--- config.mk ---
export PLATFORM = sky130hd
export DESIGN_NAME = ntm_matrix_buffer_flat
export DESIGN_NICKNAME = d
export VERILOG_FILES = /design/src/design/ntm_inverse_pkg.sv /design/src/design/ntm_buf_if.sv /design/src/design/ntm_matrix_buffer.sv /design/src/flat_wrapper.sv
export SDC_FILE = /design/constraint.sdc
export NUM_CORES = 1
export LEC_CHECK = 0
export BUFFER_PORTS_ARGS = -buffer_cell sky130_fd_sc_hd__buf_2
export CAP_MARGIN = 20
export CORE_MARGIN = 2
export CORE_UTILIZATION = 35
export CTS_BUF_LIST = sky130_fd_sc_hd__clkbuf_16
export CTS_CLUSTER_DIAMETER = 60
export DETAILED_ROUTE_END_ITERATION = 8
export PLACE_DENSITY = 0.48
export SYNTH_ARGS = -nofsm -noshare
export SYNTH_HDL_FRONTEND = slang
export SYNTH_SLANG_ARGS = --single-unit
export TNS_END_PERCENT = 10
--- constraint.sdc ---
create_clock -name CLK -period 4.5 [get_ports CLK]
set_input_delay 0.9 -clock CLK [delete_from_list [all_inputs] [get_ports CLK]]
set_output_delay 0.9 -clock CLK [all_outputs]
set_load 0.1 [all_outputs]
--- src/design/ntm_inverse_pkg.sv ---
// Shared types and constants of the matrix inversion engine
// Fixed matrix order of 4 and signed Q16.16 elements
// Several address and index formats assume this order and do not scale

package ntm_inverse_pkg;

  //////////////////////////////
  // Matrix geometry
  //////////////////////////////

  // Order of the square input matrix
  localparam int N_DIM = 4;
  // Augmented buffer holds A on the left and the inverse on the right
  localparam int AUG_COLS = 2 * N_DIM;

  //////////////////////////////
  // Fixed-point format
  //////////////////////////////

  localparam int DATA_W = 32;
  localparam int FRAC_BITS = 16;

  // Signed Q16.16 element
  typedef logic signed [DATA_W-1:0] elem_t;

  // 1.0 in Q16.16, used for the identity
  localparam elem_t Q_ONE = elem_t'(1 << FRAC_BITS);

  //////////////////////////////
  // Buffer addressing
  //////////////////////////////

  // 32 entries, row * AUG_COLS + column
  localparam int ADDR_W = 5;
  typedef logic [ADDR_W-1:0] addr_t;

  // Row or column index, wide enough to count one past the last row
  typedef logic [2:0] idx_t;

endpackage

--- src/design/ntm_buf_if.sv ---
// Single read-write port of the augmented matrix buffer
// Read data is valid one cycle after an enabled read

`timescale 1ns/10ps

interface ntm_buf_if;
  import ntm_inverse_pkg::*;

  // Port enable, write when we is also high
  logic  en;
  logic  we;
  addr_t addr;
  elem_t wdata;
  // Registered read data
  elem_t rdata;

  modport controller (
    output en, we, addr, wdata,
    input  rdata
  );

  modport memory (
    input  en, we, addr, wdata,
    output rdata
  );

endinterface

--- src/design/ntm_matrix_buffer.sv ---
// Augmented matrix storage, N_DIM rows by AUG_COLS columns
// One synchronous port, read data one cycle after the read
// Read during write returns the old word
// Contents are undefined until the controller has written them

`timescale 1ns/10ps

module ntm_matrix_buffer (
  input logic         CLK,
  ntm_buf_if.memory   buf_port
);
  import ntm_inverse_pkg::*;

  localparam int DEPTH = N_DIM * AUG_COLS;

  // Row-major, left half A, right half the inverse
  elem_t mem [DEPTH];

  always_ff @(posedge CLK) begin
    if (buf_port.en) begin
      if (buf_port.we)
        mem[buf_port.addr] <= buf_port.wdata;
      // Registered read
      buf_port.rdata <= mem[buf_port.addr];
    end
  end

endmodule

--- src/flat_wrapper.sv ---
// flat-port wrapper written by rule: the top's interface ports become plain ports
module ntm_matrix_buffer_flat import ntm_inverse_pkg::*;
  (CLK, buf_port_en, buf_port_we, buf_port_addr, buf_port_wdata, buf_port_rdata);
  ntm_buf_if buf_port_i ();
  input logic CLK;
  input wire logic [$bits(buf_port_i.en)-1:0] buf_port_en;
  input wire logic [$bits(buf_port_i.we)-1:0] buf_port_we;
  input wire logic [$bits(buf_port_i.addr)-1:0] buf_port_addr;
  input wire logic [$bits(buf_port_i.wdata)-1:0] buf_port_wdata;
  output wire logic [$bits(buf_port_i.rdata)-1:0] buf_port_rdata;
  assign buf_port_i.en = buf_port_en;
  assign buf_port_i.we = buf_port_we;
  assign buf_port_i.addr = buf_port_addr;
  assign buf_port_i.wdata = buf_port_wdata;
  assign buf_port_rdata = buf_port_i.rdata;
  ntm_matrix_buffer u_core (.CLK(CLK), .buf_port(buf_port_i));
endmodule
==> out/results.tsv <==
metric	value	unit
status	finished clean	
Layout Utilization	40.67	%
Async SR Flop Fraction	0	%
Cell Area, Synth	40100	sq um
Crit. End Element	flip-flop	
DP Cell Count	3655	
Worst-path clk slew	0.06	ns
pwr/cell area	452.7	nW/um^2
clock sinks	1056	
Core Region	114000	sq um
Routed WL	112.4	mm
Longest Clk Path Bufs	3	
Inserted Clock Buffers	110	
Hold Path Class	reg -> reg	
fin nets	2295	
Clk Latency, worst-skew pair	0.68	ns
EDFF count, synth	1056	
die width	342.5	um
crit path buf inv count	2	
vias post-DR	20674	
post-placement cell area	42810	sq um
synth unique cells	25	
unrepaired setup endpoints after global routing	no	
Congestion Overflow GR	0	
drt drc	0	
pin count of the biggest net entering global routing	104	
post-synthesis sequential area ratio	79.08	%
antenna viol nets, final	0	
Worst path max stage delay	0.94	ns
IO Port Bufs	71	
Leak Pwr	15.90	nW
GP Congestion	0.7664	
Die Y	342.5	um
worst path required time	4.89	ns
gr usage total	18.99	%
PostCTS Resize Cnt	0	
fin cells	3855	
CP max-delay cell	or4b_2	
crit start category	primary input	
DP Wirelength	62.06	mm
final setup violating endpoints	0	
Worst-Margin Slew	1.061	ns
die area	117300	sq um
max-slew violations	0	
Layout area overhead	15.64	%
cell taking the most area after synthesis	edfxtp_1	
Max VDD drop	0.3219	mV
Total Power	20.99	mW
routed length per placed instance	29.15	um
top-level I/O count	72	
Mapped Cells	2109	
CP cell instances	buf_2 -> or4b_2 -> buf_4 -> o22ai_1 -> nor4_1 -> nand2_1	
Yosys reg bits	1056	
DR pass1 iterations	5	
# hold bufs at CTS	0	
critical path class	in -> reg	
most frequent cell after synthesis	edfxtp_1	
TritonCTS clock tree	built	
H-tree Lvls	3	
Synth Net Count	2149	
num rows	124	
Final Cell Area	46370	sq um
commonest cells in the netlist	1056 x edfxtp_1, 512 x mux2i_1, 251 x o22ai_1, 94 x buf_2, 64 x nor4_1	
initial antenna violation count	2	
layout cells sized above 1	15.58	%
setup_tns	0	ns
Setup Buffers After CTS	0	
Starting Density	35.16	%
data arrival time of the worst path	3.48	ns
Most used DFF post-synth	edfxtp_1	
period utilization	68.54	%
FMAX	324.2	MHz
top-area cell type share of the netlist area	79.08	%
CP Max Fanout	27	
min Tclk post-route	3.084	ns
Synth warnings	0	
Max transition margin	29.26	%
vias in the first global route	20551	
max cap viols	0	
Synth Area per Inst	19.01	sq um
synth top area cells	edfxtp_1 79%, mux2i_1 13%, o22ai_1 3.9%	
crit-path leading delay family	simple AND/OR/NAND/NOR gates	
first-pass GRT wire length	157.3	mm
routed vias/inst	5.363	
Hold Fails Final Rpt	0	
Worst Skew	0.02168	ns
filler cell count	10197	
Initial DRC Count	2110	
root buffer cell	clkbuf_16	
[metal layers]
metal,wire (um),vias up,global-route usage [%]
li1,-,8924,-
met1,53470,11013,28.30
met2,51600,594,29.56
met3,5067,143,2.419
met4,2257,0,4.477
met5,0,-,0
[cell families (layout without fill, tap and decap cells)]
group                  count (synthesis)  after routing  synth area share [%]
flip-flops                          1056           1056                 79.08
multiplexers                         512            512                 12.78
AO/OA/AOI/OAI                        256            256                 4.072
AND/OR/NAND/NOR                      159            159                 2.237
buffers and inverters                126            359                 1.832
other                                  0              1                     0
[final timing paths]
check | from | end | slack [ns] | cells after the start
hold / removal | u_core.mem[26][30] | u_core.buf_port.rdata[30] | 0.71 | 4
hold reg to reg | u_core.mem[26][30] | u_core.buf_port.rdata[30] | 0.71 | 4
setup / recovery | buf_port_addr[2] | u_core.buf_port.rdata[29] | 1.42 | 6
setup reg to reg | u_core.mem[20][5] | u_core.buf_port.rdata[5] | 2.68 | 5
[metrics by stage]
| step | worst slack [ns] | hold WS (ns) |
|---|---|---|
| after floorplan | 0.01206 | 0.6476 |
| after global placement | 0.7391 | 0.7006 |
| after detailed placement | 0.7032 | 0.7066 |
| after CTS | 1.418 | 0.6649 |
| after global routing | 1.329 | 0.7040 |
| final | 1.416 | 0.7054 |
[cells in the final DEF (no fill, tap or decap), types with 17 or more instances in the layout]
master / count
buf_2: 70
buf_4: 74
clkbuf_16: 114
clkinv_1: 17
clkinv_2: 17
edfxtp_1: 1056
inv_1: 27
mux2i_1: 512
nand2_1: 36
nor2_4: 28
nor4_1: 64
o22ai_1: 251
[state kept, by name, indices dropped and copies added (netlist names)]
register               count
u_core.buf_port.rdata     32
u_core.mem              1024
[final cells by class]
type	instances	area [sq um]	area share, %
Multi-Input combinational cell	927	7983	17.21
Clock buffer	114	2853	6.152
Antenna cell	1	2.502	0.005396
Timing Repair Buffer	160	1221	2.633
Tap cell	1512	1892	4.080
Clock inverter	85	711.9	1.535
Sequential cell	1056	31710	68.38
[tightest hold or removal path, cell delays in order (launching register included)]
cell and delay (ns):
edfxtp_1 0.32, mux2i_1 0.06, o22ai_1 0.10, nor4_1 0.07
nand2_1 0.05
[power by group]
| group | total (mW) | internal, mW | leakage [nW] | switching [mW] |
|---|---|---|---|---|
| clock | 8.96 | 5.24 | 1.83 | 3.73 |
| sequential | 11.0 | 10.9 | 9.53 | 0.0396 |
| combinational | 1.06 | 0.274 | 4.54 | 0.781 |
Note: power is estimated with default switching activity, not from simulation.
