## src/design/ntm_inverse_pkg.sv

```systemverilog
// Shared types and constants of the matrix inversion engine
// Fixed matrix order of 4 and signed Q16.16 elements
// Several address and index formats assume this order and do not scale

package ntm_inverse_pkg;

  //////////////////////////////
  // Matrix geometry
  //////////////////////////////

  // Order of the square input matrix
  localparam int N_DIM = 4;
  // Augmented buffer holds A on the left and the inverse on the right
  localparam int AUG_COLS = 2 * N_DIM;

  //////////////////////////////
  // Fixed-point format
  //////////////////////////////

  localparam int DATA_W = 32;
  localparam int FRAC_BITS = 16;

  // Signed Q16.16 element
  typedef logic signed [DATA_W-1:0] elem_t;

  // 1.0 in Q16.16, used for the identity
  localparam elem_t Q_ONE = elem_t'(1 << FRAC_BITS);

  //////////////////////////////
  // Buffer addressing
  //////////////////////////////

  // 32 entries, row * AUG_COLS + column
  localparam int ADDR_W = 5;
  typedef logic [ADDR_W-1:0] addr_t;

  // Row or column index, wide enough to count one past the last row
  typedef logic [2:0] idx_t;

endpackage

```

## src/design/ntm_recip_if.sv

```systemverilog
// Reciprocal request and response channel
// Both halves are valid/ready, with at most one request outstanding

`timescale 1ns/10ps

interface ntm_recip_if;
  import ntm_inverse_pkg::*;

  // Request half
  logic  req_valid;
  logic  req_ready;
  elem_t divisor;

  // Response half, quotient is 2^32 / divisor
  logic  rsp_valid;
  logic  rsp_ready;
  elem_t quotient;

  modport controller (
    output req_valid, divisor, rsp_ready,
    input  req_ready, rsp_valid, quotient
  );

  modport divider (
    input  req_valid, divisor, rsp_ready,
    output req_ready, rsp_valid, quotient
  );

endinterface

```

## src/design/ntm_scalar_reciprocal.sv

```systemverilog
// Iterative restoring divider for the Q16.16 reciprocal 2^32 / divisor
// One item at a time, 34 cycles from accepted request to rsp_valid
// A divisor of zero is not expected; magnitude 1 wraps to zero

`timescale 1ns/10ps

module ntm_scalar_reciprocal (
  input logic           CLK,
  input logic           RST,
  ntm_recip_if.divider  recip
);
  import ntm_inverse_pkg::*;

  typedef enum logic [1:0] {D_IDLE, D_RUN, D_SIGN, D_DONE} div_state_t;

  div_state_t        state;
  logic [5:0]        step;
  logic [DATA_W-1:0] mag;
  logic              neg;
  logic [DATA_W-1:0] rem;
  logic [DATA_W-1:0] quo;
  logic [DATA_W:0]   rem_shift;
  logic              q_bit;

  // Dividend is 2^32, so only the first step shifts in a one
  assign rem_shift = {rem, (step == 6'd0)};
  assign q_bit     = (rem_shift >= {1'b0, mag});

  assign recip.req_ready = (state == D_IDLE);

  //////////////////////////////
  // Control
  //////////////////////////////

  always_ff @(posedge CLK or posedge RST) begin
    if (RST) begin
      state           <= D_IDLE;
      step            <= '0;
      recip.rsp_valid <= 1'b0;
    end else begin
      case (state)
        D_IDLE: begin
          if (recip.req_valid) begin
            step  <= '0;
            state <= D_RUN;
          end
        end
        // 33 quotient bits, bit 32 first
        D_RUN: begin
          step <= step + 6'd1;
          if (step == 6'(DATA_W))
            state <= D_SIGN;
        end
        D_SIGN: begin
          recip.rsp_valid <= 1'b1;
          state           <= D_DONE;
        end
        // Hold result until taken
        D_DONE: begin
          if (recip.rsp_ready) begin
            recip.rsp_valid <= 1'b0;
            state           <= D_IDLE;
          end
        end
        default: state <= D_IDLE;
      endcase
    end
  end

  //////////////////////////////
  // Datapath
  //////////////////////////////

  always_ff @(posedge CLK) begin
    if (state == D_IDLE && recip.req_valid) begin
      // Magnitude fits unsigned even for the most negative divisor
      mag <= recip.divisor[DATA_W-1] ? DATA_W'(-recip.divisor) : DATA_W'(recip.divisor);
      neg <= recip.divisor[DATA_W-1];
      rem <= '0;
      quo <= '0;
    end else if (state == D_RUN) begin
      // Restore by keeping the shifted remainder when it is too small
      rem <= q_bit ? DATA_W'(rem_shift - {1'b0, mag}) : rem_shift[DATA_W-1:0];
      // Top quotient bit falls off, which is the intended wrap
      quo <= {quo[DATA_W-2:0], q_bit};
    end
    if (state == D_SIGN)
      recip.quotient <= neg ? -elem_t'(quo) : elem_t'(quo);
  end

endmodule

```

## src/flat_wrapper.sv

```systemverilog
// flat-port wrapper written by rule: the top's interface ports become plain ports
module ntm_scalar_reciprocal_flat import ntm_inverse_pkg::*;
  (CLK, RST, recip_req_valid, recip_divisor, recip_rsp_ready, recip_req_ready, recip_rsp_valid, recip_quotient);
  ntm_recip_if recip_i ();
  input logic CLK;
  input logic RST;
  input wire logic [$bits(recip_i.req_valid)-1:0] recip_req_valid;
  input wire logic [$bits(recip_i.divisor)-1:0] recip_divisor;
  input wire logic [$bits(recip_i.rsp_ready)-1:0] recip_rsp_ready;
  output wire logic [$bits(recip_i.req_ready)-1:0] recip_req_ready;
  output wire logic [$bits(recip_i.rsp_valid)-1:0] recip_rsp_valid;
  output wire logic [$bits(recip_i.quotient)-1:0] recip_quotient;
  assign recip_i.req_valid = recip_req_valid;
  assign recip_i.divisor = recip_divisor;
  assign recip_i.rsp_ready = recip_rsp_ready;
  assign recip_req_ready = recip_i.req_ready;
  assign recip_rsp_valid = recip_i.rsp_valid;
  assign recip_quotient = recip_i.quotient;
  ntm_scalar_reciprocal u_core (.CLK(CLK), .RST(RST), .recip(recip_i));
endmodule
```

## config.mk

```make
export PLATFORM = sky130hd
export DESIGN_NAME = ntm_scalar_reciprocal_flat
export DESIGN_NICKNAME = d
export VERILOG_FILES = /design/src/design/ntm_inverse_pkg.sv /design/src/design/ntm_recip_if.sv /design/src/design/ntm_scalar_reciprocal.sv /design/src/flat_wrapper.sv
export SDC_FILE = /design/constraint.sdc
export NUM_CORES = 1
export LEC_CHECK = 0
export BUFFER_PORTS_ARGS = -buffer_cell sky130_fd_sc_hd__clkbuf_2
export CORE_ASPECT_RATIO = 0.9
export CORE_MARGIN = 2
export CORE_UTILIZATION = 25
export DETAILED_ROUTE_END_ITERATION = 7
export SLEW_MARGIN = 20
export SYNTH_ARGS = -nofsm -noshare
export SYNTH_HDL_FRONTEND = slang
export SYNTH_SLANG_ARGS = --single-unit
```

## constraint.sdc

```tcl
create_clock -name CLK -period 9.4 [get_ports CLK]
set_input_delay 0.47 -clock CLK [delete_from_list [all_inputs] [get_ports CLK]]
set_output_delay 0.47 -clock CLK [all_outputs]
set_load 0.005 [all_outputs]
```

==> flow_metrics.py <==
metrics = {
    "drt": {
        "firstDrtPassIters": 5,
        "routed_wl_mm": 19.6,
        "num_vias": 6652,
        "detail-route-antenna-nets": 0,
        "drt-vias-per-instance": 4.83,
        "drt-initial-drc-count": 447,
        "routedWlPerCell_um": 14.2,
        "route.detailed.drc": 0,
    },
    "sta": {
        "min_period_ns": 4.35,
        "setup_tns_ns": 0,
        "finalCritPeriodShare_pct": 46.2,
        "tightest_slew_ns": 1.13,
        "skew_ns": 0.00994,
        "max_freq_mhz": 230,
        "relSlewSlack_pct": 24.5,
        "report.final.slew_viol_count": 0,
        "finalHoldViolCount": 0,
        "rsz0062_at_grt": "false",
        "setup_viol": 0,
        "holdWs_ns": 0.00301,
    },
    "floorplan": {
        "chipWidth_um": 195,
        "rows": 63,
        "dieArea_um2": 34500,
        "initial_utilization_pct": 25.2,
        "ios": 70,
        "die_h_um": 176,
        "core-area_um2": 32700,
    },
    "global_route": {
        "grt_max_degree": 89,
        "track_usage_pct": 11.7,
        "antenna_found_initial": 0,
        "grt_pass1_wl_mm": 32.4,
        "gr-total-overflow": 0,
        "grt_pass1_vias": 6189,
    },
    "pwr": {
        "swShare_pct": 41.5,
        "p_seq_share_pct": 30.8,
        "p_int_mw": 2.14,
        "clkPwrFrac_pct": 19.7,
        "vdd_drop_max_uv": 153,
        "switchingPower_mw": 1.52,
        "power_frac_comb_pct": 49.5,
        "finalPower_mw": 3.66,
        "power.density_nw_per_um2": 380,
        "leakagePower_nw": 3.84,
    },
    "final_layout": {
        "diodes": 0,
        "final_nets": 1019,
        "drive_above_1_share_pct": 12.6,
        "final_util_pct": 29.5,
        "final_cells": 1377,
        "area_growth_pct": 17.0,
    },
    "critical_path": {
        "reg2regPathDepth": 13,
        "cpPeakStageDelay_ns": 0.92,
        "required_ns": 9.75,
        "cp_cell_sequence": "inv_1 -> ha_1 -> nor4b_1 -> nand2b_1 -> ha_1 -> nor2b_1 -> o2111ai_1 -> nand3b_1 -> a21oi_1 -> or4_1 -> a21oi_2 -> o21ai_0 -> o21ai_0",
        "critical_path_arrival_ns": 4.70,
        "critPathLaunchType": "flop",
        "critPathKind": "flop to flop",
        "crit_slowest_cell": "a21oi_2",
        "cp_max_fo": 22,
        "endpoint_kind": "flop",
    },
    "yosys": {
        "async_flop_share_pct": 6.52,
        "synth-edff-count": 65,
        "synthFlopType": "edfxtp_1",
        "ys_types": 61,
        "syn_area_um2": 8250,
        "ys_seq_area_share_pct": 41.9,
        "synthCells": 892,
        "avgSynthCellArea_um2": 9.25,
        "synth_nets": 969,
        "yosysWarnings": 0,
        "synth_seq_cells": 138,
    },
    "clock_tree": {
        "cts.sinks": 138,
        "ctsResizeCount": 0,
        "cts_tree": "yes",
        "clock_latency_ns": 0.43,
        "htreeDepth": 4,
        "cts_hold_buffers": 0,
        "clk_pin_slew_worst_paths_ns": 0.06,
        "numCtsBuffers": 17,
        "cts_buffer_depth": 2,
        "cts_root_buffer": "clkbuf_16",
        "post-cts-setup-buffers": 0,
    },
    "place": {
        "placed_cells_incl_taps": 1345,
        "io_buffers": 69,
        "post-dp-hpwl_mm": 13.9,
        "gp_congestion": 0.881,
    },
    "min_path": {
        "holdCritPathClass": "input pin to asynchronous set/reset pin",
    },
    "run": {
        "drv_cap": 0,
    },
    "status": {
        "status": "complete, no violations",
    },
}
[layout by cell type, fill, tap and decap left out, types with 14 or more instances in the layout]
cell and n:
a21o_1 15, a21oi_1 29, a31oi_1 29, and3_1 23
clkbuf_16 17, clkbuf_2 69, dfxtp_1 64, edfxtp_1 65
ha_1 39, inv_1 50, mux2i_1 32, nand2_1 58
nand3_1 33, nor2_1 69, o21ai_0 87, o31ai_1 20
or3_1 14, xnor2_1 76
[flip-flops by register name, indices dropped and copies added, names as in the netlist]
register	cells
u_core.mag	32
u_core.neg	1
u_core.quo	32
u_core.recip.quotient	32
u_core.recip.rsp_valid	1
u_core.rem	32
u_core.state	2
u_core.step	6
[synthesized netlist by cell type (all sizes together), types with 3 or more instances]
cell type   n  share of area (%)
o21ai      87                5.3
xnor2      76                8.1
nor2       69                3.1
edfxtp     65                 24
dfxtp      64                 16
nand2      58                2.6
inv        50                2.3
ha         40                6.1
clkbuf     37                1.7
nand3      33                2.0
mux2i      32                3.9
a21oi      30                1.8
a31oi      29                2.2
and3       23                1.7
o31ai      23                2.3
or3        18                1.6
a21o       15                1.4
nor3       12               0.73
dfrtp       9                2.7
nand4       9               0.68
o41ai       9                1.0
or4         9               0.86
xor2        9               0.96
buf         7               0.32
nor4        7               0.53
a211oi      6               0.55
nand2b      6               0.46
nor2b       6               0.46
o211ai      5               0.46
o21a        5               0.46
or2         4               0.30
a21boi      3               0.27
a221oi      3               0.32
nand3b      3               0.27
o2111ai     3               0.32
[final timing paths]
check	slack [ns]	to	startpoint
max in group asynchronous	9.12	u_core.step[5]$_DFFE_PP0P_	RST
setup reg to reg	5.05	u_core.rem[26]$_SDFFE_PP0P_	u_core.step[0]$_DFFE_PP0P_
hold reg to reg	0.50	u_core.rem[17]$_SDFFE_PP0P_	u_core.rem[16]$_SDFFE_PP0P_
setup / recovery	5.05	u_core.rem[26]$_SDFFE_PP0P_	u_core.step[0]$_DFFE_PP0P_
min in group CLK	0.26	u_core.recip.rsp_valid$_DFFE_PP0P_	recip_rsp_ready
hold / removal	0.003	u_core.state[0]$_DFFE_PP0P_	RST
[layer usage]
| layer | vias up | wire, um | global-route usage [%] |
|---|---|---|---|
| met1 | 3080 | 9860 | 17.0 |
| met3 | 8 | 1090 | 3.08 |
| met4 | 0 | 92 | 2.80 |
| met2 | 188 | 8510 | 17.3 |
| li1 | 3376 | - | - |
| met5 | - | 0 | 0 |
[kinds of logic after synthesis]
| kind of cell | synth area share [%] |
|---|---|
| and+or+nand+nor | 16.1 |
| AOI/OAI and AO/OA | 18.4 |
| DFF | 41.9 |
| buffers and inverters | 4.32 |
| xor gates and xnor gates | 9.03 |
| adders and majority gates | 6.31 |
| muxes | 3.88 |
[cell type report]
cell class | instances | area (um2)
flip-flops and latches | 138 | 3460
multi-input cells | 659 | 4450
clock inverters | 11 | 170
well taps | 422 | 528
inverters | 51 | 191
repair buffers | 75 | 390
clock buffers | 21 | 460
fillers | 3409 | 23100
[power groups by stage]
stage                     logic, mW  registers [mW]  clock network, mW
after global routing           2.04            1.16              0.766
after detailed placement       1.80            1.14                  0
after floorplan                1.37            1.08                  0
after CTS                      1.81            1.13              0.734
final                          1.81            1.13              0.721
after global placement         1.78            1.13                  0
[metrics by stage]
| stage | worst slack (ns) | cell area [um2] |
|---|---|---|
| after detailed placement | 5.14 | 9020 |
| after global routing | 4.55 | 9650 |
| after CTS | 5.10 | 9650 |
| after floorplan | 6.11 | 8250 |
| final | 5.05 | 9650 |
| after global placement | 5.31 | 9020 |
[critical path, delay by kind of cell, from the launching register on]
kind                       cells  cell delay [ns]
buffers and inverters          1             0.09
DFF                            1             0.41
adders and majority gates      2             0.37
AOI/OAI and AO/OA              5             2.01
and+or+nand+nor                5             1.40
Note: power is estimated with default switching activity, not from simulation.
