`config.mk`:
```
export PLATFORM = sky130hd
export DESIGN_NAME = ntm_matrix_inverse_flat
export DESIGN_NICKNAME = d
export VERILOG_FILES = /design/src/design/ntm_inverse_pkg.sv /design/src/design/ntm_buf_if.sv /design/src/design/ntm_recip_if.sv /design/src/design/ntm_matrix_inverse.sv /design/src/flat_wrapper.sv
export SDC_FILE = /design/constraint.sdc
export NUM_CORES = 2
export LEC_CHECK = 0
export BUFFER_PORTS_ARGS = -buffer_cell sky130_fd_sc_hd__buf_4
export CORE_AREA = 5 5 343 345
export DETAILED_ROUTE_END_ITERATION = 10
export DIE_AREA = 0 0 348 350
export PLACE_DENSITY = 0.77
export SLEW_MARGIN = 25
export SYNTH_ARGS = -nofsm -noshare
export SYNTH_HDL_FRONTEND = slang
export SYNTH_SLANG_ARGS = --single-unit
```
`constraint.sdc`:
```
create_clock -name CLK -period 9.5 [get_ports CLK]
set_input_delay 0.95 -clock CLK [delete_from_list [all_inputs] [get_ports CLK]]
set_output_delay 0.95 -clock CLK [all_outputs]
set_load 0.1 [all_outputs]
```
`src/design/ntm_inverse_pkg.sv`:
```
// Shared types and constants of the matrix inversion engine
// Fixed matrix order of 4 and signed Q16.16 elements
// Several address and index formats assume this order and do not scale

package ntm_inverse_pkg;

  //////////////////////////////
  // Matrix geometry
  //////////////////////////////

  // Order of the square input matrix
  localparam int N_DIM = 4;
  // Augmented buffer holds A on the left and the inverse on the right
  localparam int AUG_COLS = 2 * N_DIM;

  //////////////////////////////
  // Fixed-point format
  //////////////////////////////

  localparam int DATA_W = 32;
  localparam int FRAC_BITS = 16;

  // Signed Q16.16 element
  typedef logic signed [DATA_W-1:0] elem_t;

  // 1.0 in Q16.16, used for the identity
  localparam elem_t Q_ONE = elem_t'(1 << FRAC_BITS);

  //////////////////////////////
  // Buffer addressing
  //////////////////////////////

  // 32 entries, row * AUG_COLS + column
  localparam int ADDR_W = 5;
  typedef logic [ADDR_W-1:0] addr_t;

  // Row or column index, wide enough to count one past the last row
  typedef logic [2:0] idx_t;

endpackage

```
`src/design/ntm_buf_if.sv`:
```
// Single read-write port of the augmented matrix buffer
// Read data is valid one cycle after an enabled read

`timescale 1ns/10ps

interface ntm_buf_if;
  import ntm_inverse_pkg::*;

  // Port enable, write when we is also high
  logic  en;
  logic  we;
  addr_t addr;
  elem_t wdata;
  // Registered read data
  elem_t rdata;

  modport controller (
    output en, we, addr, wdata,
    input  rdata
  );

  modport memory (
    input  en, we, addr, wdata,
    output rdata
  );

endinterface

```
`src/design/ntm_recip_if.sv`:
```
// Reciprocal request and response channel
// Both halves are valid/ready, with at most one request outstanding

`timescale 1ns/10ps

interface ntm_recip_if;
  import ntm_inverse_pkg::*;

  // Request half
  logic  req_valid;
  logic  req_ready;
  elem_t divisor;

  // Response half, quotient is 2^32 / divisor
  logic  rsp_valid;
  logic  rsp_ready;
  elem_t quotient;

  modport controller (
    output req_valid, divisor, rsp_ready,
    input  req_ready, rsp_valid, quotient
  );

  modport divider (
    input  req_valid, divisor, rsp_ready,
    output req_ready, rsp_valid, quotient
  );

endinterface

```
`src/design/ntm_matrix_inverse.sv`:
```
// Gauss-Jordan inversion controller for a 4 by 4 Q16.16 matrix
// No pivoting; a zero pivot ends the matrix with the singular flag and zero output
// Products keep bits 47:16 of the full signed product, no saturation
// Input is blocked while a result is computed or streamed

`timescale 1ns/10ps

module ntm_matrix_inverse (
  input  logic                   CLK,
  input  logic                   RST,
  input  logic                   in_valid,
  output logic                   in_ready,
  input  ntm_inverse_pkg::elem_t in_data,
  output logic                   out_valid,
  input  logic                   out_ready,
  output ntm_inverse_pkg::elem_t out_data,
  output logic                   out_last,
  output logic                   out_singular,
  ntm_recip_if.controller        recip,
  ntm_buf_if.controller          buf_port
);
  import ntm_inverse_pkg::*;

  typedef enum logic [2:0] {
    S_LOAD, S_FETCH, S_RECIP, S_NORM, S_FACTOR, S_ELIM, S_OUT
  } state_t;

  state_t     state;
  // Load count, then identity count, then output read count
  logic [4:0] seq_cnt;
  logic [3:0] out_cnt;
  idx_t       piv;
  idx_t       row;
  idx_t       col;
  logic [1:0] phase;
  logic       singular;

  // Payload registers
  elem_t      pivot_val;
  elem_t      recip_val;
  elem_t      factor;
  elem_t      prow_val;

  // Output pipe, out register plus one skid entry
  logic       rd_inflight;
  logic       skid_valid;
  elem_t      skid_data;
  elem_t      rd_elem;
  logic [1:0] occ;
  logic       pop;
  logic       issue;

  function automatic addr_t addr_of(idx_t r, idx_t c);
    return addr_t'(r) * addr_t'(AUG_COLS) + addr_t'(c);
  endfunction

  // Q16.16 product, full 64 bits then arithmetic shift by 16
  function automatic elem_t q_mul(elem_t a, elem_t b);
    logic signed [2*DATA_W-1:0] prod;
    prod = a * b;
    return prod[FRAC_BITS +: DATA_W];
  endfunction

  // Next row to eliminate, skipping the pivot row
  function automatic idx_t next_row(idx_t r, idx_t p);
    idx_t nr;
    nr = r + idx_t'(1);
    if (nr == p)
      nr = nr + idx_t'(1);
    return nr;
  endfunction

  assign recip.divisor   = pivot_val;
  assign recip.rsp_ready = (state == S_RECIP);

  assign pop          = out_valid && out_ready;
  assign out_last     = out_valid && (out_cnt == 4'(N_DIM * N_DIM - 1));
  assign out_singular = singular;
  assign rd_elem      = singular ? '0 : buf_port.rdata;

  // Items held or on their way; leave room for one more read
  assign occ   = 2'(out_valid) + 2'(skid_valid) + 2'(rd_inflight);
  assign issue = (state == S_OUT) && !seq_cnt[4] && (occ <= 2'(pop) + 2'd1);

  //////////////////////////////
  // Buffer port
  //////////////////////////////

  always_comb begin
    buf_port.en    = 1'b0;
    buf_port.we    = 1'b0;
    buf_port.addr  = '0;
    buf_port.wdata = '0;
    case (state)
      S_LOAD: begin
        // Bit 4 of the count selects the right half
        buf_port.we   = 1'b1;
        buf_port.addr = addr_of(idx_t'(seq_cnt[3:2]), idx_t'({seq_cnt[4], seq_cnt[1:0]}));
        if (!seq_cnt[4]) begin
          buf_port.en    = in_valid && in_ready;
          buf_port.wdata = in_data;
        end else begin
          buf_port.en    = 1'b1;
          buf_port.wdata = (seq_cnt[3:2] == seq_cnt[1:0]) ? Q_ONE : '0;
        end
      end
      S_FETCH: begin
        buf_port.en   = (phase == 2'd0);
        buf_port.addr = addr_of(piv, piv);
      end
      S_NORM: begin
        // Read, then write back scaled by the reciprocal
        buf_port.en    = 1'b1;
        buf_port.we    = (phase == 2'd1);
        buf_port.addr  = addr_of(piv, col);
        buf_port.wdata = q_mul(buf_port.rdata, recip_val);
      end
      S_FACTOR: begin
        buf_port.en   = (phase == 2'd0);
        buf_port.addr = addr_of(row, piv);
      end
      S_ELIM: begin
        // Pivot row element, own element, then write
        buf_port.en    = 1'b1;
        buf_port.we    = (phase == 2'd2);
        buf_port.addr  = (phase == 2'd0) ? addr_of(piv, col) : addr_of(row, col);
        buf_port.wdata = buf_port.rdata - q_mul(factor, prow_val);
      end
      S_OUT: begin
        buf_port.en   = issue;
        buf_port.addr = addr_of(idx_t'(seq_cnt[3:2]), idx_t'({1'b1, seq_cnt[1:0]}));
      end
      default: ;
    endcase
  end

  //////////////////////////////
  // FSM
  //////////////////////////////

  always_ff @(posedge CLK or posedge RST) begin
    if (RST) begin
      state           <= S_LOAD;
      seq_cnt         <= '0;
      out_cnt         <= '0;
      piv             <= '0;
      row             <= '0;
      col             <= '0;
      phase           <= '0;
      singular        <= 1'b0;
      in_ready        <= 1'b0;
      recip.req_valid <= 1'b0;
    end else begin
      case (state)
        S_LOAD: begin
          if (!seq_cnt[4]) begin
            if (in_valid && in_ready)
              seq_cnt <= seq_cnt + 5'd1;
            // Close the input after the 16th element
            in_ready <= !(in_valid && in_ready && seq_cnt == 5'(N_DIM * N_DIM - 1));
          end else begin
            seq_cnt <= seq_cnt + 5'd1;
            if (seq_cnt == 5'd31) begin
              piv   <= '0;
              phase <= '0;
              state <= S_FETCH;
            end
          end
        end
        S_FETCH: begin
          phase <= 2'd1;
          if (phase == 2'd1) begin
            phase <= '0;
            if (buf_port.rdata == '0) begin
              singular <= 1'b1;
              seq_cnt  <= '0;
              state    <= S_OUT;
            end else begin
              recip.req_valid <= 1'b1;
              state           <= S_RECIP;
            end
          end
        end
        S_RECIP: begin
          if (recip.req_valid && recip.req_ready)
            recip.req_valid <= 1'b0;
          if (recip.rsp_valid) begin
            col   <= '0;
            state <= S_NORM;
          end
        end
        S_NORM: begin
          phase <= phase ^ 2'd1;
          if (phase == 2'd1) begin
            col <= col + idx_t'(1);
            if (col == idx_t'(AUG_COLS - 1)) begin
              row   <= (piv == '0) ? idx_t'(1) : idx_t'(0);
              state <= S_FACTOR;
            end
          end
        end
        S_FACTOR: begin
          phase <= 2'd1;
          if (phase == 2'd1) begin
            phase <= '0;
            col   <= '0;
            state <= S_ELIM;
          end
        end
        S_ELIM: begin
          phase <= phase + 2'd1;
          if (phase == 2'd2) begin
            phase <= '0;
            col   <= col + idx_t'(1);
            if (col == idx_t'(AUG_COLS - 1)) begin
              if (next_row(row, piv) < idx_t'(N_DIM)) begin
                row   <= next_row(row, piv);
                state <= S_FACTOR;
              end else if (piv == idx_t'(N_DIM - 1)) begin
                seq_cnt <= '0;
                state   <= S_OUT;
              end else begin
                piv   <= piv + idx_t'(1);
                state <= S_FETCH;
              end
            end
          end
        end
        S_OUT: begin
          if (issue)
            seq_cnt <= seq_cnt + 5'd1;
          if (pop) begin
            out_cnt <= out_cnt + 4'd1;
            // Back to load after the last transfer
            if (out_last) begin
              seq_cnt  <= '0;
              singular <= 1'b0;
              state    <= S_LOAD;
            end
          end
        end
        default: state <= S_LOAD;
      endcase
    end
  end

  //////////////////////////////
  // Payload capture
  //////////////////////////////

  always_ff @(posedge CLK) begin
    if (state == S_FETCH && phase == 2'd1)
      pivot_val <= buf_port.rdata;
    if (state == S_RECIP && recip.rsp_valid)
      recip_val <= recip.quotient;
    // Factor is read before the row changes
    if (state == S_FACTOR && phase == 2'd1)
      factor <= buf_port.rdata;
    if (state == S_ELIM && phase == 2'd1)
      prow_val <= buf_port.rdata;
  end

  //////////////////////////////
  // Output skid
  //////////////////////////////

  always_ff @(posedge CLK or posedge RST) begin
    if (RST) begin
      out_valid   <= 1'b0;
      skid_valid  <= 1'b0;
      rd_inflight <= 1'b0;
    end else begin
      rd_inflight <= issue;
      if (!out_valid || out_ready) begin
        // Skid entry drains first
        out_valid  <= skid_valid || rd_inflight;
        skid_valid <= skid_valid && rd_inflight;
      end else if (rd_inflight) begin
        skid_valid <= 1'b1;
      end
    end
  end

  always_ff @(posedge CLK) begin
    if (!out_valid || out_ready) begin
      if (skid_valid) begin
        out_data <= skid_data;
        if (rd_inflight)
          skid_data <= rd_elem;
      end else if (rd_inflight) begin
        out_data <= rd_elem;
      end
    end else if (rd_inflight) begin
      skid_data <= rd_elem;
    end
  end

endmodule

```
`src/flat_wrapper.sv`:
```
// flat-port wrapper written by rule: the top's interface ports become plain ports
module ntm_matrix_inverse_flat import ntm_inverse_pkg::*;
  (CLK, RST, in_valid, in_ready, in_data, out_valid, out_ready, out_data, out_last, out_singular, recip_req_valid, recip_divisor, recip_rsp_ready, recip_req_ready, recip_rsp_valid, recip_quotient, buf_port_en, buf_port_we, buf_port_addr, buf_port_wdata, buf_port_rdata);
  ntm_recip_if recip_i ();
  ntm_buf_if buf_port_i ();
  input  logic CLK;
  input  logic RST;
  input  logic in_valid;
  output logic in_ready;
  input  ntm_inverse_pkg::elem_t in_data;
  output logic out_valid;
  input  logic out_ready;
  output ntm_inverse_pkg::elem_t out_data;
  output logic out_last;
  output logic out_singular;
  output wire logic [$bits(recip_i.req_valid)-1:0] recip_req_valid;
  output wire logic [$bits(recip_i.divisor)-1:0] recip_divisor;
  output wire logic [$bits(recip_i.rsp_ready)-1:0] recip_rsp_ready;
  input wire logic [$bits(recip_i.req_ready)-1:0] recip_req_ready;
  input wire logic [$bits(recip_i.rsp_valid)-1:0] recip_rsp_valid;
  input wire logic [$bits(recip_i.quotient)-1:0] recip_quotient;
  output wire logic [$bits(buf_port_i.en)-1:0] buf_port_en;
  output wire logic [$bits(buf_port_i.we)-1:0] buf_port_we;
  output wire logic [$bits(buf_port_i.addr)-1:0] buf_port_addr;
  output wire logic [$bits(buf_port_i.wdata)-1:0] buf_port_wdata;
  input wire logic [$bits(buf_port_i.rdata)-1:0] buf_port_rdata;
  assign recip_req_valid = recip_i.req_valid;
  assign recip_divisor = recip_i.divisor;
  assign recip_rsp_ready = recip_i.rsp_ready;
  assign recip_i.req_ready = recip_req_ready;
  assign recip_i.rsp_valid = recip_rsp_valid;
  assign recip_i.quotient = recip_quotient;
  assign buf_port_en = buf_port_i.en;
  assign buf_port_we = buf_port_i.we;
  assign buf_port_addr = buf_port_i.addr;
  assign buf_port_wdata = buf_port_i.wdata;
  assign buf_port_i.rdata = buf_port_rdata;
  ntm_matrix_inverse u_core (.CLK(CLK), .RST(RST), .in_valid(in_valid), .in_ready(in_ready), .in_data(in_data), .out_valid(out_valid), .out_ready(out_ready), .out_data(out_data), .out_last(out_last), .out_singular(out_singular), .recip(recip_i), .buf_port(buf_port_i));
endmodule
```
==> impl_metrics.ini <==
[detailed_routing]
drt_first_iter_violations = 3909
drt_pass1_iterations = 6
via_per_inst = 5.56
wl_per_cell_um = 21.3
vias = 51500
routed_wl_mm = 197
ant_nets = 0
drc_errors = 0

[critical_path]
critical-path-top-delay-family = adder cells
crit_fanout = 18
crit_path_end_kind = output pin
critPathRequiredTime_ps = 8550
cp_slowest_cell = fa_1
crit_buf_inv = 8
max_stage_delay_ps = 550
arrival_ps = 10350
cp-start-kind = flop
worstSetupPathType = reg -> out
cpMostUsedCell = fa_1

[sta]
holdWs_ps = 390
period_minus_slack_ps = 11300
clock.fmax_mhz = 88.5
relSlewSlack_pct = 25.6
slew_viol_final = 0
postLayoutSetupSlackWorst_ps = -1800
finalSetupViolations = 27
rsz0062_at_grt = yes
fin_skew_ps = 25.0
fin_crit_sh_pct = 119
final.setup.tns_ps = -30740
tightest_slew_ps = 1110
hold_viol = 0

[place]
hpwl_mm = 166
place_inst = 9159
port-buffer-count = 210
place_congestion = 0.966

[synthesis]
avgSynthCellArea_um2 = 9.43
ys_ff_latch = 221
syn_nets = 9334
ys_types = 76
synth_edf_count = 192
async_flop_share_pct = 13.1
yosysWarnings = 0
yosysSeqAreaShare_pct = 9.58
synthFlopType = edfxtp_1
syn_inst = 7185
syn_area_um2 = 67800

[cells_and_area]
final_cells = 9264
layout_commonest_cell = inv_1
multi_input_area_um2 = 54200
syn_to_final_growth_pct = 14.9
register_area_um2 = 6490
final_util_pct = 68.4
n_fill_cell = 8475
nets = 9873
final_cell_mix = inv_1, fa_1, nand2_1, buf_4, and2_1
drive_above_1_share_pct = 14.8

[cts]
h-tree-depth = 1
clk_pin_slew_ps = 90
cts_max_path_buffers = 3
cts_sinks = 221
cts_root_buf = clkbuf_16
cts_tree = done
clock_latency_ps = 650
cts-hold-fix-buffers = 0
cts-buffers-inserted = 30

[floorplan]
die_w_um = 348
core_area_um2 = 114000
row_count = 124
initial_core_util_pct = 59.5
ioPinCount = 211
die-area_um2 = 122000
die_h_um = 350

[status]
outcome = finished with violations
violations = setup timing

[global_route]
antenna_found_initial = 4
grt_use_total_pct = 33.0
grt_pass1_wl_mm = 313
overflow = 0
grt_max_degree = 44
grt_pass1_vias = 56200

[hold_path]
hold_class = in -> async

[job]
drv_cap = 0
sequential cells by signal, indices dropped and copies added, names as in the netlist, 2 cells and up:
| name | count |
|---|---|
| u_core.factor | 32 |
| u_core.piv | 3 |
| u_core.col | 3 |
| u_core.recip_val | 32 |
| u_core.seq_cnt | 5 |
| u_core.state | 3 |
| u_core.out_cnt | 4 |
| u_core.row | 3 |
| u_core.out_data | 32 |
| u_core.recip.divisor | 32 |
| u_core.phase | 2 |
| u_core.prow_val | 32 |
| u_core.skid_data | 32 |
path summary, 6_finish.rpt:
kind                                            to  cells past startpoint          startpoint  slack, ps
worst min-delay path             u_core.out_cnt[2]                      3                 RST        390
worst min register to register   u_core.out_cnt[3]                      1   u_core.out_cnt[3]        480
min in group CLK                 u_core.out_cnt[3]                      1   u_core.out_cnt[3]        480
max in group asynchronous            u_core.col[2]                      3                 RST       8790
worst max-delay path            buf_port_wdata[31]                     39  u_core.prow_val[3]      -1800
worst max register to register   u_core.seq_cnt[3]                     11       u_core.row[0]       6280
synthesized netlist by cell type, types with 24 or more instances:
cell type	number	area share (%)
a21o_1	52	0.58
a21oi_1	99	0.73
and2_1	691	6.4
clkbuf_1	379	2.1
dfrtp_1	29	1.1
edfxtp_1	192	8.5
fa_1	1678	50
ha_1	369	6.8
inv_1	1758	9.7
mux2_2	34	0.56
nand2_1	1161	6.4
nand2b_1	43	0.40
nand3_1	24	0.18
nor2_1	71	0.39
nor2b_1	60	0.55
nor3_1	25	0.18
o21ai_0	71	0.52
o21ai_1	27	0.20
xnor2_1	128	1.7
xor2_1	51	0.66
metal layers:
| layer | global-route usage, % | up-vias | share of wire (%) |
|---|---|---|---|
| met3 | 8.65 | 592 | 11 |
| met5 | 0 | - | 0.0066 |
| met1 | 42.3 | 26400 | 37 |
| met2 | 54.1 | 2586 | 47 |
| met4 | 13.3 | 2 | 5.1 |
| li1 | - | 21900 | - |
metrics by stage:
| stage | instance area [um^2] | setup slack [ps] |
|---|---|---|
| 6_report | 77900 | -1800 |
| 5_1_grt | 77900 | -2200 |
| 4_1_cts | 77300 | -1910 |
| 3_5_place_dp | 75500 | -1310 |
| 3_3_place_gp | 75500 | -1150 |
| 2_1_floorplan | 68100 | -1070 |
final cells by class:
| type | count | share of cell area (%) |
|---|---|---|
| Clock inverter | 20 | 0.296 |
| Tap cell | 1512 | 2.43 |
| Multi-Input combinational cell | 4821 | 69.6 |
| Inverter | 1758 | 8.47 |
| Sequential cell | 221 | 8.34 |
| Antenna cell | 4 | 0.0129 |
| Clock buffer | 36 | 1.03 |
| Timing Repair Buffer | 892 | 9.81 |
logic make-up (layout without fill, tap and decap cells):
family / Yosys count / in the layout / share of synthesized area [%]
buffers and inverters: 2143 / 2706 / 11.9
flip-flops: 221 / 221 / 9.58
other: 0 / 4 / 0
AO/OA/AOI/OAI: 404 / 404 / 3.94
AND/OR/NAND/NOR: 2151 / 2151 / 15.3
XOR/XNOR: 179 / 179 / 2.31
adder cells (fa/ha/maj): 2047 / 2047 / 56.4
multiplexers: 40 / 40 / 0.654
tightest hold or removal path, cell delays in order:
cell	delay, ps
buf_4	110
inv_1	50
buf_4	360
what timing repair did:
item	CTS	global route
gates resized for setup	143	77
setup endpoints to repair	27	29
endpoints found under the hold margin	0	0
buffers inserted	21	25
pin swaps	66	79
cloned	1	2
Power is left out: the tool's default activity adds up to more than one toggle a clock period on the data nets, which glitch-free logic cannot reach.
